[config.mk]
export PLATFORM = sky130hd
export DESIGN_NAME = spi_wb_top
export DESIGN_NICKNAME = d
export VERILOG_FILES = /design/src/design/spi_wb_pkg.sv /design/src/design/wb_bus_if.sv /design/src/design/spi_wb_bridge.sv /design/src/design/wb_decoder.sv /design/src/design/sys_block.sv /design/src/design/spi_wb_top.sv
export SDC_FILE = /design/constraint.sdc
export NUM_CORES = 1
export LEC_CHECK = 0
export ABC_AREA = 1
export BUFFER_PORTS_ARGS = -buffer_cell sky130_fd_sc_hd__buf_2
export CAP_MARGIN = 10
export CELL_PAD_IN_SITES_DETAIL_PLACEMENT = 0
export CELL_PAD_IN_SITES_GLOBAL_PLACEMENT = 1
export CORE_MARGIN = 5
export CORE_UTILIZATION = 51
export CTS_BUF_LIST = sky130_fd_sc_hd__clkbuf_16
export CTS_CLUSTER_DIAMETER = 100
export CTS_CLUSTER_SIZE = 30
export DETAILED_ROUTE_END_ITERATION = 10
export PLACE_DENSITY_LB_ADDON = 0.05
export SYNTH_ARGS = -nofsm -noshare
export SYNTH_HDL_FRONTEND = slang
export SYNTH_HIERARCHICAL = 1
export SYNTH_SLANG_ARGS = --single-unit
[constraint.sdc]
create_clock -name sys_clk -period 3.22 [get_ports sys_clk]
set_input_delay 0.322 -clock sys_clk [delete_from_list [all_inputs] [get_ports sys_clk]]
set_output_delay 0.322 -clock sys_clk [all_outputs]
set_load 0.05 [all_outputs]
[src/design/spi_wb_pkg.sv]
package spi_wb_pkg;

  typedef logic [31:0] wb_addr_t;
  typedef logic [31:0] wb_data_t;
  typedef logic [3:0]  wb_sel_t;
  typedef logic [7:0]  spi_cmd_t;
  typedef logic [1:0]  reg_off_t;  // word offset inside sys_block.

  // slave window table.
  localparam int n_slaves_c    = 1;
  localparam int sysblock_id_c = 0;

  localparam wb_addr_t slave_base_c [n_slaves_c] = '{32'h0000_0000};
  localparam wb_addr_t slave_high_c [n_slaves_c] = '{32'h0000_FFFF};

  localparam wb_data_t bus_err_word_c = 32'hBAD0_E770;

  // board identity.
  localparam wb_data_t    board_id_c = 32'd12;
  localparam logic [15:0] rev_maj_c  = 16'd1;
  localparam logic [15:0] rev_min_c  = 16'd0;
  localparam wb_data_t    rev_rcs_c  = 32'd0;

  localparam reg_off_t reg_id_c      = 2'd0;
  localparam reg_off_t reg_rev_c     = 2'd1;
  localparam reg_off_t reg_rcs_c     = 2'd2;
  localparam reg_off_t reg_scratch_c = 2'd3;

  typedef enum logic [2:0] {
    st_idle,   // wait for cs_n low.
    st_cmd,
    st_addr,
    st_data,   // write data or read dummy byte.
    st_bus,
    st_out,
    st_done    // hold until cs_n rises.
  } spi_state_t;

endpackage

[src/design/wb_bus_if.sv]
`timescale 1ns/1ps

interface wb_bus_if;

  logic                  cyc;
  logic                  stb;
  logic                  we;
  spi_wb_pkg::wb_sel_t   sel;
  spi_wb_pkg::wb_addr_t  adr;
  spi_wb_pkg::wb_data_t  dat_w;
  spi_wb_pkg::wb_data_t  dat_r;
  logic                  ack;
  logic                  err;

  modport master (
    output cyc, stb, we, sel, adr, dat_w,
    input  dat_r, ack, err
  );

  modport slave (
    input  cyc, stb, we, sel, adr, dat_w,
    output dat_r, ack, err
  );

endinterface

[src/design/spi_wb_bridge.sv]
`timescale 1ns/1ps

module spi_wb_bridge (
  input  logic     sys_clk,
  input  logic     rst_n_i,
  input  logic     cs_n_i,
  input  logic     sclk_i,
  input  logic     mosi_i,
  output logic     miso_o,
  output logic     cmd_done_o,
  wb_bus_if.master wb
);

  logic [1:0] sclk_q;
  logic [1:0] cs_n_q;
  logic [1:0] mosi_q;
  logic       sclk_d;
  logic       sclk_rise;
  logic       sclk_fall;
  logic       cs_n_s;

  spi_wb_pkg::spi_state_t state;
  logic [4:0]             bit_cnt;
  logic                   wr_q;
  spi_wb_pkg::wb_data_t   shift_q;
  spi_wb_pkg::wb_data_t   shift_nxt;
  spi_wb_pkg::wb_data_t   out_q;
  spi_wb_pkg::spi_cmd_t   cmd_w;

  always_ff @(posedge sys_clk) begin
    if (!rst_n_i) begin
      sclk_q <= 2'b00;
      sclk_d <= 1'b0;
      cs_n_q <= 2'b11;  // deselected.
    end else begin
      sclk_q <= {sclk_q[0], sclk_i};
      sclk_d <= sclk_q[1];
      cs_n_q <= {cs_n_q[0], cs_n_i};
    end
  end

  always_ff @(posedge sys_clk) begin
    mosi_q <= {mosi_q[0], mosi_i};
  end

  assign sclk_rise = sclk_q[1] & ~sclk_d;
  assign sclk_fall = ~sclk_q[1] & sclk_d;
  assign cs_n_s    = cs_n_q[1];
  assign shift_nxt = {shift_q[30:0], mosi_q[1]};
  assign cmd_w     = shift_nxt[7:0];

  assign wb.sel = 4'hF;  // always full word.
  assign wb.we  = wr_q;

  // frame sequencing and bus control.
  always_ff @(posedge sys_clk) begin
    if (!rst_n_i) begin
      state      <= spi_wb_pkg::st_idle;
      bit_cnt    <= '0;
      wb.cyc     <= 1'b0;
      wb.stb     <= 1'b0;
      miso_o     <= 1'b0;
      cmd_done_o <= 1'b0;
    end else begin
      cmd_done_o <= 1'b0;
      if (sclk_rise) bit_cnt <= bit_cnt + 5'd1;
      case (state)
        spi_wb_pkg::st_idle: begin
          miso_o  <= 1'b0;
          bit_cnt <= '0;
          if (!cs_n_s) state <= spi_wb_pkg::st_cmd;
        end
        spi_wb_pkg::st_cmd: begin
          if (sclk_rise && bit_cnt == 5'd7) begin
            bit_cnt <= '0;
            state   <= spi_wb_pkg::st_addr;
          end
        end
        spi_wb_pkg::st_addr: begin
          if (sclk_rise && bit_cnt == 5'd31) begin
            bit_cnt <= '0;
            if (wr_q) begin
              state <= spi_wb_pkg::st_data;
            end else begin
              wb.cyc <= 1'b1;  // read runs during the dummy byte.
              wb.stb <= 1'b1;
              state  <= spi_wb_pkg::st_bus;
            end
          end
        end
        spi_wb_pkg::st_data: begin
          if (sclk_rise && wr_q && bit_cnt == 5'd31) begin
            wb.cyc <= 1'b1;
            wb.stb <= 1'b1;
            state  <= spi_wb_pkg::st_bus;
          end else if (sclk_rise && !wr_q && bit_cnt == 5'd7) begin
            bit_cnt <= '0;
            state   <= spi_wb_pkg::st_out;
          end
        end
        spi_wb_pkg::st_bus: begin
          if (wb.ack || wb.err) begin
            wb.cyc     <= 1'b0;
            wb.stb     <= 1'b0;
            cmd_done_o <= 1'b1;
            state      <= wr_q ? spi_wb_pkg::st_done : spi_wb_pkg::st_data;
          end
        end
        spi_wb_pkg::st_out: begin
          if (sclk_fall) miso_o <= out_q[31];
          if (sclk_rise && bit_cnt == 5'd31) state <= spi_wb_pkg::st_done;
        end
        spi_wb_pkg::st_done: begin
        end
        default: state <= spi_wb_pkg::st_idle;
      endcase
      // an open bus access always finishes first.
      if (cs_n_s && state != spi_wb_pkg::st_bus) state <= spi_wb_pkg::st_idle;
    end
  end

  // shift registers and request fields.
  always_ff @(posedge sys_clk) begin
    if (sclk_rise) shift_q <= shift_nxt;
    if (sclk_rise && state == spi_wb_pkg::st_cmd && bit_cnt == 5'd7)
      wr_q <= cmd_w[7];
    if (sclk_rise && state == spi_wb_pkg::st_addr && bit_cnt == 5'd31)
      wb.adr <= shift_nxt;
    if (sclk_rise && state == spi_wb_pkg::st_data && wr_q && bit_cnt == 5'd31)
      wb.dat_w <= shift_nxt;
    if (state == spi_wb_pkg::st_bus && !wr_q && (wb.ack || wb.err))
      out_q <= wb.err ? spi_wb_pkg::bus_err_word_c : wb.dat_r;
    else if (state == spi_wb_pkg::st_out && sclk_fall)
      out_q <= {out_q[30:0], 1'b0};  // msb first.
  end

endmodule

[src/design/wb_decoder.sv]
`timescale 1ns/1ps

module wb_decoder (
  input  logic     sys_clk,
  input  logic     rst_n_i,
  wb_bus_if.slave  wbm,
  wb_bus_if.master wbs0
);

  logic [spi_wb_pkg::n_slaves_c-1:0] hit;
  logic                              miss;
  logic                              err_q;

  // offset compare covers base and high inclusive.
  always_comb begin
    for (int i = 0; i < spi_wb_pkg::n_slaves_c; i++) begin
      hit[i] = (wbm.adr - spi_wb_pkg::slave_base_c[i]) <=
               (spi_wb_pkg::slave_high_c[i] - spi_wb_pkg::slave_base_c[i]);
    end
  end

  assign miss = ~|hit;

  assign wbs0.cyc   = wbm.cyc & hit[spi_wb_pkg::sysblock_id_c];
  assign wbs0.stb   = wbm.stb & hit[spi_wb_pkg::sysblock_id_c];
  assign wbs0.we    = wbm.we;
  assign wbs0.sel   = wbm.sel;
  assign wbs0.adr   = wbm.adr;
  assign wbs0.dat_w = wbm.dat_w;

  assign wbm.dat_r = hit[spi_wb_pkg::sysblock_id_c] ? wbs0.dat_r : '0;
  assign wbm.ack   = wbs0.ack;
  assign wbm.err   = wbs0.err | err_q;

  // unmapped access gets a single err pulse.
  always_ff @(posedge sys_clk) begin
    if (!rst_n_i) begin
      err_q <= 1'b0;
    end else begin
      err_q <= wbm.cyc & wbm.stb & miss & ~err_q;
    end
  end

endmodule

[src/design/sys_block.sv]
`timescale 1ns/1ps

module sys_block (
  input  logic    sys_clk,
  input  logic    rst_n_i,
  wb_bus_if.slave wb
);

  spi_wb_pkg::reg_off_t off;
  spi_wb_pkg::wb_data_t scratch_q;
  spi_wb_pkg::wb_data_t rd_q;
  logic                 ack_q;
  logic                 access;

  assign off    = wb.adr[3:2];
  assign access = wb.cyc & wb.stb & ~ack_q;  // one ack per request.

  always_ff @(posedge sys_clk) begin
    if (!rst_n_i) begin
      ack_q     <= 1'b0;
      scratch_q <= '0;
    end else begin
      ack_q <= access;
      if (access && wb.we && off == spi_wb_pkg::reg_scratch_c) begin
        for (int b = 0; b < 4; b++) begin
          if (wb.sel[b]) scratch_q[8*b +: 8] <= wb.dat_w[8*b +: 8];
        end
      end
    end
  end

  // read mux for all four offsets.
  always_ff @(posedge sys_clk) begin
    if (access) begin
      case (off)
        spi_wb_pkg::reg_id_c:  rd_q <= spi_wb_pkg::board_id_c;
        spi_wb_pkg::reg_rev_c: rd_q <= {spi_wb_pkg::rev_maj_c, spi_wb_pkg::rev_min_c};
        spi_wb_pkg::reg_rcs_c: rd_q <= spi_wb_pkg::rev_rcs_c;
        default:               rd_q <= scratch_q;
      endcase
    end
  end

  assign wb.dat_r = rd_q;
  assign wb.ack   = ack_q;
  assign wb.err   = 1'b0;  // every offset is valid.

endmodule

[src/design/spi_wb_top.sv]
`timescale 1ns/1ps

module spi_wb_top (
  input  logic sys_clk,
  input  logic rst_n_i,
  input  logic cs_n_i,
  input  logic sclk_i,
  input  logic mosi_i,
  output logic miso_o,
  output logic cmd_done_o
);

  wb_bus_if wb_m ();   // bridge to decoder.
  wb_bus_if wb_s0 ();  // decoder to sys_block.

  spi_wb_bridge spi_wb_bridge_inst (
    .sys_clk    (sys_clk),
    .rst_n_i    (rst_n_i),
    .cs_n_i     (cs_n_i),
    .sclk_i     (sclk_i),
    .mosi_i     (mosi_i),
    .miso_o     (miso_o),
    .cmd_done_o (cmd_done_o),
    .wb         (wb_m)
  );

  wb_decoder wb_decoder_inst (
    .sys_clk (sys_clk),
    .rst_n_i (rst_n_i),
    .wbm     (wb_m),
    .wbs0    (wb_s0)
  );

  sys_block sys_block_inst (
    .sys_clk (sys_clk),
    .rst_n_i (rst_n_i),
    .wb      (wb_s0)
  );

endmodule

# Word-level counts from Yosys, hierarchy flattened
# Cells that the tools add are included.
[totals] reg_bits=212 latch_bits=0 ramBits=0 mem_bits_ro=0 output_inout_bits=2 word_cells=114 memories=0
[classes] n_addsub=1 n_mul=0 div=0 order_cmp=1 eq_ne=21 shifts=0 mux=29 bitwise_logic=12 reduce_logical=32
[op_table] op="2-to-1 mux 32 bit" n=4
[op_table] op="one-hot mux 32 bit (3 select lines)" n=1
[op_table] op="<= comparator 32 x 16 -> 1 bit, second input constant" n=1
[op_table] op="2-to-1 mux 3 bit" n=9
[op_table] op="2-to-1 mux 5 bit" n=5
[op_table] op="one-hot mux 3 bit (7 select lines)" n=1
[op_table] op="one-hot mux 5 bit (4 select lines)" n=1
[op_table] op="logical AND 1 bit" n=19
[op_table] op="inequality test 2 x 1 -> 1 bit, second input constant" n=6
[op_table] op="equality test 3 bit, second input constant" n=3
[op_table] op="AND reduction 7 bit" n=1
[op_table] op="bitwise AND 1 bit" n=6
[op_table] op="equality test 3 x 2 -> 1 bit, second input constant" n=2
[op_table] op="2-to-1 mux 1 bit" n=6
[op_table] op="NOT 1 bit" n=6
[op_table] op="adder 5 x 1 -> 5 bit, second input constant" n=1
[op_table] op="equality test 5 x 3 -> 1 bit, second input constant" n=1
[op_table] op="equality test 5 bit, second input constant" n=1
[op_table] op="AND reduction 5 bit" n=1
[op_table] op="equality test 2 bit, second input constant" n=2
[op_table] op="inequality test 2 bit, second input constant" n=2
[op_table] op="AND reduction 2 bit" n=2
[op_table] op="nonzero test 2 bit" n=2
[op_table] op="equality test 3 x 1 -> 1 bit, second input constant" n=1
[op_table] op="11 further kinds" n=12

# Logic depth before layout (Yosys ltp)
# Gate-level depths: netlist of run 1.
[depth] depth_word=7 ltp_mapped=12

# Modules after synthesis
# The synthesis of run 1 kept the hierarchy.
[modules_own_cells] module="spi_wb_bridge" n_inst=1 cells_per_inst=301 area_each_um2=5106.1
[modules_own_cells] module="sys_block" n_inst=1 cells_per_inst=353 area_each_um2=2882.8
[modules_own_cells] module="wb_decoder" n_inst=1 cells_per_inst=161 area_each_um2=924.6

# Least setup slack after synthesis of run 1
# OpenSTA, ideal clock, no wires.
[synth_timing] kind="register to register" from="reg spi_wb_bridge_inst.bit_cnt[0]" to="reg spi_wb_bridge_inst.wb.dat_w[0], enable pin" setup_time_ns=0.421 arrival_ns=2.450 required_ns=2.799 setup_slack_ns=0.349 path_stages_with_launch=9 path_cell_list="dfxtp_1 -> ha_1 -> nand2_1 -> nor2_1 -> ha_1 -> nand3_1 -> inv_1 -> nand2_1 -> nor2_1"
[synth_via] elab_chain_len=2
[synth_rtl] element="start, declared" line_no="spi_wb_bridge.sv:23" rtl="logic [4:0] bit_cnt;"
[synth_rtl] element="start signal, assigned" line_no="spi_wb_bridge.sv:66" rtl="if (sclk_rise) bit_cnt <= bit_cnt + 5'd1;"
[synth_rtl] element="equality test 5 bit" line_no="spi_wb_bridge.sv:129" rtl="if (sclk_rise && state == spi_wb_pkg::st_data && wr_q && bit_cnt == 5'd31)"
[synth_rtl] element="logical AND 1 bit" line_no="spi_wb_bridge.sv:129"
[synth_rtl] element="end signal, assigned" line_no="spi_wb_bridge.sv:130" rtl="wb.dat_w <= shift_nxt;"
[synth_rtl] element="end, declared" line_no="wb_bus_if.sv:16" rtl="output cyc, stb, we, sel, adr, dat_w,"
# Every way passes these cells.
# A chain may end at the register's enable or synchronous reset.

# Final worst setup path of run 1
[layout_timing] from="reg spi_wb_bridge_inst.wb.adr[19]" to="reg sys_block_inst.scratch_q[27]"
[layout_via] elab_chain_len=5
[layout_rtl] element="start, declared" line_no="wb_bus_if.sv:16"
[layout_rtl] element="start signal, assigned" line_no="spi_wb_bridge.sv:128" rtl="wb.adr <= shift_nxt;"
[layout_rtl] element="<= comparator 32 x 16 -> 1 bit" line_no="wb_decoder.sv:17" rtl="hit[i] = (wbm.adr - spi_wb_pkg::slave_base_c[i]) <="
[layout_rtl] element="bitwise AND 1 bit" line_no="wb_decoder.sv:24" rtl="assign wbs0.cyc = wbm.cyc & hit[spi_wb_pkg::sysblock_id_c];"
[layout_rtl] element="named net wb_s0.stb" line_no="wb_bus_if.sv:6" rtl="logic stb;"
[layout_rtl] element="bitwise AND 1 bit" line_no="sys_block.sv:16" rtl="assign access = wb.cyc & wb.stb & ~ack_q;"
[layout_rtl] element="named net sys_block_inst.access" line_no="sys_block.sv:13" rtl="logic access;"
[layout_rtl] element="logical AND 1 bit (2 in series)" line_no="sys_block.sv:24" rtl="if (access && wb.we && off == spi_wb_pkg::reg_scratch_c) begin"
[layout_rtl] element="end signal, assigned by index" line_no="sys_block.sv:26" rtl="if (wb.sel[b]) scratch_q[8*b +: 8] <= wb.dat_w[8*b +: 8];"
[layout_rtl] element="end, declared" line_no="sys_block.sv:10" rtl="spi_wb_pkg::wb_data_t scratch_q;"
# The timed path passes the listed nets, and every way through them passes these cells.

==> results of run 1 <==
where the power goes:
group	total [mW]	switching [mW]	internal (mW)
Combinational	0.0582	0.0422	0.0159
Clock	2.15	0.968	1.18
Sequential	2.73	0.00888	2.73
registers in the layout, indices dropped and copies added (netlist names), 2 cells and up:
| register | cells |
|---|---|
| spi_wb_bridge_inst/wb.adr | 18 |
| sys_block_inst/scratch_q | 32 |
| spi_wb_bridge_inst/shift_q | 31 |
| spi_wb_bridge_inst/mosi_q | 2 |
| spi_wb_bridge_inst/cs_n_q | 2 |
| spi_wb_bridge_inst/out_q | 32 |
| spi_wb_bridge_inst/state | 3 |
| sys_block_inst/wb.dat_r | 32 |
| spi_wb_bridge_inst/wb.dat_w | 32 |
| spi_wb_bridge_inst/bit_cnt | 5 |
| spi_wb_bridge_inst/sclk_q | 2 |
per-layer routing:
| layer | global-route usage [%] | vias up | share of wire (%) |
|---|---|---|---|
| met5 | 0 | - | 0 |
| met4 | 4.66 | 0 | 0.68 |
| met3 | 3.94 | 6 | 2.9 |
| met2 | 20.4 | 57 | 42 |
| met1 | 22.3 | 2016 | 54 |
| li1 | - | 2337 | - |
tightest hold or removal path: cells and delay by family:
kind	cells	cell delay [ns]
simple gates	1	0.04
buf+inv	2	0.11
layout make-up:
type | count | area, um^2
Tap cell | 216 | 270
Fill cell | 1428 | 7110
Clock inverter | 15 | 188
Timing Repair Buffer | 14 | 92.6
Clock buffer | 17 | 425
Sequential cell | 198 | 5430
Inverter | 154 | 578
Multi-Input combinational cell | 355 | 1800
path summary, 6_finish.rpt:
kind / startpoint / to / slack [ns] / cells after the start
worst max-delay path: spi_wb_bridge_inst/wb.adr[19]$_DFFE_PP_ / sys_block_inst/scratch_q[27]$_SDFFE_PN0P_ / 0.96 / 12
worst min-delay path: sclk_i / spi_wb_bridge_inst/sclk_q[0]$_SDFF_PN0_ / 0.08 / 3
worst max register to register: spi_wb_bridge_inst/wb.adr[19]$_DFFE_PP_ / sys_block_inst/scratch_q[27]$_SDFFE_PN0P_ / 0.96 / 12
worst min register to register: spi_wb_bridge_inst/mosi_q[0]$_DFF_P_ / spi_wb_bridge_inst/mosi_q[1]$_DFF_P_ / 0.33 / 0
repair_timing:
action,4_1_cts,5_1_grt
endpoints found under the hold margin,1,0
gates resized for setup,0,0
hold buffers,1,0
per-stage QoR:
| stage | area (um^2) | setup WS [ns] | util, % |
|---|---|---|---|
| floorplan | 8280 | 0.349 | - |
| global placement | 8150 | 1.03 | 51.3 |
| detailed placement | 8150 | 0.915 | 51.3 |
| CTS | 8770 | 0.933 | 55.2 |
| global route | 8770 | 0.723 | 55.2 |
| finish | 8770 | 0.957 | 55.2 |
==> flow_summary_export.csv, run 1 <==
group,metric,value,unit
sta,setup_viol,0,
detailed_routing,drt-initial-drc-count,296,
clock_network,cts_setup_buffers,0,
die,core_region_area,15900,um^2
sta,whs,0.0779,ns
detailed_routing,vias,4416,
clock_network,clk_latency,0.43,ns
pwr,ir_worst_vdd,0.000460,V
die,num_rows,46,
final_layout,final_cells,969,
placement,dp_cells,936,
yosys,synthCells,771,
worst_hold_path,hold_path.class,"in2reg",
final_layout,drive_gt1_share,9.43,%
sta,post-route-period-util,70.3,%
clock_network,clk_pin_slew,0.07,ns
sta,fmaxAchievable,0.442,GHz
detailed_routing,postRouteAntennaNets,0,
status,status,"finished clean",
pwr,leakagePower,3.51,nW
sta,slew_headroom,51.9,%
critical_path,cp.required,3.59,ns
die,dieArea,18900,um^2
yosys,synth.cell_area,8270,um^2
critical_path,critPathTopFamily,"simple AND/OR/NAND/NOR gates",
clock_network,ctsHtreeMaxLevel,4,
die,die_width,137,um
final_layout,final_common_cell,"inv_1",
die,io_pins,7,
detailed_routing,drt_pass1_iterations,4,
pwr,powerDensity,563,nW/um^2
clock_network,cts-root-buf,"clkbuf_16",
die,start_util,52.0,%
clock_network,cts.sinks,198,
flow_run,maxCapViolCount,0,
clock_network,cts_buffers,17,
pwr,power.total,4.94,mW
placement,io_buffers,6,
global_routing,grt_first_pass_wirelength,21.4,mm
placement,gp_congestion,0.750,
critical_path,critPathKind,"reg2reg",
sta,clock_skew,0.00906,ns
sta,final.setup.tns,0,ns
final_layout,syn2layout_area_growth,6.13,%
sta,hold_viol,0,
sta,finalCriticalPeriod,2.26,ns
detailed_routing,drt-total-wl,12.7,mm
detailed_routing,drc_errors,0,
final_layout,final_cell_mix,"inv_1 (149), edfxtp_1 (146), nor2_1 (130)",
global_routing,grt-ovfl-total,0,
die,die_y,137,um
global_routing,grt_max_degree,42,
global_routing,grt_usage,14.7,%
sta,drv_slew,0,
critical_path,slowest_stage,"edfxtp_1",
clock_network,cts_tree,"done",
critical_path,start_kind,"register",
global_routing,grt_pass1_vias,4257,
yosys,yosys_warnings,6,
clock_network,cts_buffer_depth,2,
global_routing,antenna_found_initial,0,
critical_path,crit_buf_inv,2,
critical_path,worstPathArrival,2.63,ns
detailed_routing,avgViaCountPerCell,4.56,
final_layout,fin_nets,747,
critical_path,crit_chain,"nor2_1, nand2_1, nor2_2, nand2_2, nor2_1, nand2_1, nor2_8, buf_4, nand3_4, nand2_1, inv_1, nor2_1",
critical_path,cp-end-kind,"register",
detailed_routing,post_drt_wl_per_cell,13.1,um
placement,dp_hpwl,8.64,mm
critical_path,max_stage_delay,0.36,ns
yosys,post_synth.cell_area_avg,10.7,um^2
critical_path,crit_fanout,17,
final_layout,diodes,0,
sta,tightestPinTransition,0.721,ns
sta,rsz0062_at_grt,"false",
Note: power is estimated with default switching activity, not from simulation.
==> run 2, diff against run 1 <==
Settings changed: CORE_UTILIZATION 51 to 46.
Clock period 3.22 ns to 1.9 ns, I/O delays scaled along.
==> run 2 against run 1 <==
  * Clock skew rose by 0.0015 ns
  * Largest power group unchanged
  * Cell count is 3.4% higher
  * Sequential share of layout area is 2.4 points lower
  * Clock power grew 64%
  * Count of clock-buffer cells in the layout is the same
  * Critical path depth shrank 3
  * Total power increased by 68%
  * Global-route usage is 0.56 points lower
  * Non-clock buffer count grew 20
  * Via count is 1.0% higher
  * Critical path type unchanged
  * Maximum frequency increased by 23%
  * Cell area up 4.1%
==> flow_summary_export.csv, run 2 (synthesis results as in run 1) <==
group,metric,value,unit
die,core_region_area,17800,um^2
pwr,power_frac_seq,55.9,%
pwr,powerDensity,907,nW/um^2
critical_path,reg2reg_from,"spi_wb_bridge_inst/bit_cnt[0]$_SDFF_PN0_",
worst_hold_path,hold_path.class,"in2reg",
worst_hold_path,whs_endpoint,"spi_wb_bridge_inst/sclk_d$_SDFF_PN0_",
final_layout,final_core_util,51.2,%
sta,finalWorstSetupSlack,0.0641,ns
pwr,ir_worst_vdd,0.000597,V
clock_network,cts.sinks,198,
critical_path,startpoint,"spi_wb_bridge_inst/bit_cnt[0]$_SDFF_PN0_",
placement,io_buffers,6,
final_layout,final_common_cell,"inv_1",
placement,gp_congestion,0.778,
final_layout,drive_gt1_share,14.1,%
pwr,intPower,6.52,mW
clock_network,cts_tree,"done",
die,dieArea,20800,um^2
global_routing,grt_max_degree,36,
clock_network,cts_buffer_depth,2,
global_routing,grt_pass1_vias,4272,
pwr,swShare,21.2,%
sta,clock_skew,0.0106,ns
critical_path,max_stage_delay,0.37,ns
detailed_routing,avgViaCountPerCell,4.45,
final_layout,fin_nets,767,
worst_hold_path,hold_path_depth,3,
pwr,power.switching,1.76,mW
critical_path,crit_fanout,16,
clock_network,clk_latency,0.42,ns
critical_path,start_kind,"register",
global_routing,antenna_found_initial,0,
detailed_routing,vias,4462,
clock_network,clk_pin_slew,0.08,ns
critical_path,cp-end-kind,"register",
pwr,leakagePower,3.65,nW
status,status,"finished clean",
die,io_pins,7,
clock_network,cts_buffers,17,
final_layout,final_cell_mix,"inv_1 (149), edfxtp_1 (146), nor2_1 (123)",
detailed_routing,drt-initial-drc-count,228,
pwr,power_frac_clock,42.7,%
critical_path,crit_chain,"ha_4, nand2_2, nor2_1, ha_2, nand3_4, inv_2, nand2_4, nor2_4, buf_12",
critical_path,slowest_stage,"dfxtp_2",
sta,setup_viol,0,
sta,whs,0.0781,ns
clock_network,ctsHtreeMaxLevel,4,
sta,finalCriticalPeriod,1.84,ns
pwr,power.total,8.28,mW
die,start_util,46.3,%
global_routing,grt-ovfl-total,0,
sta,fmaxAchievable,0.545,GHz
die,die_y,144,um
sta,hold_viol,0,
die,die_width,144,um
die,num_rows,49,
detailed_routing,drc_errors,0,
final_layout,syn2layout_area_growth,10.5,%
sta,drv_slew,0,
detailed_routing,postRouteAntennaNets,0,
critical_path,r2r.worst_path.cells,9,
pwr,comb_power_share,1.4,%
critical_path,cp.required,2.03,ns
detailed_routing,drt-total-wl,13.9,mm
placement,dp_hpwl,9.08,mm
detailed_routing,post_drt_wl_per_cell,13.9,um
critical_path,worstPathArrival,1.97,ns
critical_path,critPathKind,"reg2reg",
sta,post-route-period-util,96.6,%
global_routing,grt_usage,14.1,%
final_layout,fill_cells,1597,
critical_path,r2r_end,"spi_wb_bridge_inst/wb.dat_w[17]$_DFFE_PP_",
detailed_routing,drt_pass1_iterations,4,
placement,dp_slack,0.000505,ns
global_routing,grt_first_pass_wirelength,22.5,mm
critical_path,r2r_setup_slack,0.06,ns
flow_run,maxCapViolCount,0,
critical_path,critPathTopFamily,"simple AND/OR/NAND/NOR gates",
final_layout,diodes,0,
clock_network,cts-root-buf,"clkbuf_16",
worst_hold_path,worstHoldStart,"rst_n_i",
critical_path,crit_buf_inv,2,
==> run 2: changes by cell type in the layout (fill, tap and decap cells not counted), sizes merged <==
| cell | before | now |
|---|---|---|
| buf | 13 | 30 |
| clkbuf | 17 | 18 |
| bufinv | 2 | 1 |
| dlygate4sd3 | 1 | 3 |
| clkinv | 6 | 7 |
==> run 2: what timing repair did <==
| action | CTS | global route |
|---|---|---|
| pin swaps | 1 | 9 |
| endpoints found under the hold margin | 3 | 0 |
| hold buffers | 3 | 0 |
| cloned | 0 | 2 |
| setup endpoints to repair | 16 | 60 |
| setup buffers | 1 | 4 |
| gates resized for setup | 0 | 15 |
==> run 2: layout make-up <==
class | instances | area [um^2] | share of cell area, %
inverter | 154 | 578 | 6.33
clock inverter | 15 | 168 | 1.84
multi-input combinational | 355 | 1900 | 20.8
clock buffer | 17 | 425 | 4.66
timing repair buffer | 34 | 344 | 3.77
tap | 229 | 287 | 3.14
sequential | 198 | 5430 | 59.5
==> run 2: per-stage QoR <==
step / instances / setup TNS (ns) / instance area, um^2
CTS: 996 / 0 / 9010
floorplan: 774 / -1.44 / 8330
finish: 1002 / 0 / 9130
global route: 1002 / -0.0130 / 9130
detailed placement: 960 / 0 / 8380
global placement: 960 / -0.390 / 8380
==> run 2: metal layers <==
| metal | GRT usage [%] | vias to the layer above | routed length [um] |
|---|---|---|---|
| met1 | 21.5 | 2032 | 7390 |
| met3 | 3.57 | 9 | 391 |
| met4 | 4.31 | 0 | 142 |
| met2 | 19.8 | 43 | 6020 |
| li1 | - | 2378 | - |
| met5 | 0 | - | 0 |
==> run 2: tightest hold or removal path, delay by kind of cell <==
family | cells | cell delay [ns]
simple gates | 1 | 0.08
buf+inv | 2 | 0.19
==> run 2: power by group through the flow <==
stage | Combinational (mW) | Sequential, mW | Clock [mW]
detailed placement | 0.107 | 4.73 | 0
global placement | 0.107 | 4.73 | 0
floorplan | 0.0879 | 4.73 | 0
finish | 0.114 | 4.63 | 3.53
global route | 0.129 | 4.63 | 3.83
CTS | 0.112 | 4.63 | 3.65
==> run 2: worst max-delay path by stage <==
stage | end | slack (ns) | cells past startpoint
after floorplan | spi_wb_bridge_inst/wb.dat_w[0]$_DFFE_PP_ | -0.05 | 8
after global placement | spi_wb_bridge_inst/out_q[15]$_DFFE_PP_ | -0.04 | 8
after detailed placement | spi_wb_bridge_inst/out_q[15]$_DFFE_PP_ | 0.0005 | 8
after CTS | sys_block_inst/scratch_q[7]$_SDFFE_PN0P_ | 0.02 | 12
after global routing | sys_block_inst/scratch_q[10]$_SDFFE_PN0P_ | -0.01 | 12
final | spi_wb_bridge_inst/wb.dat_w[17]$_DFFE_PP_ | 0.06 | 9
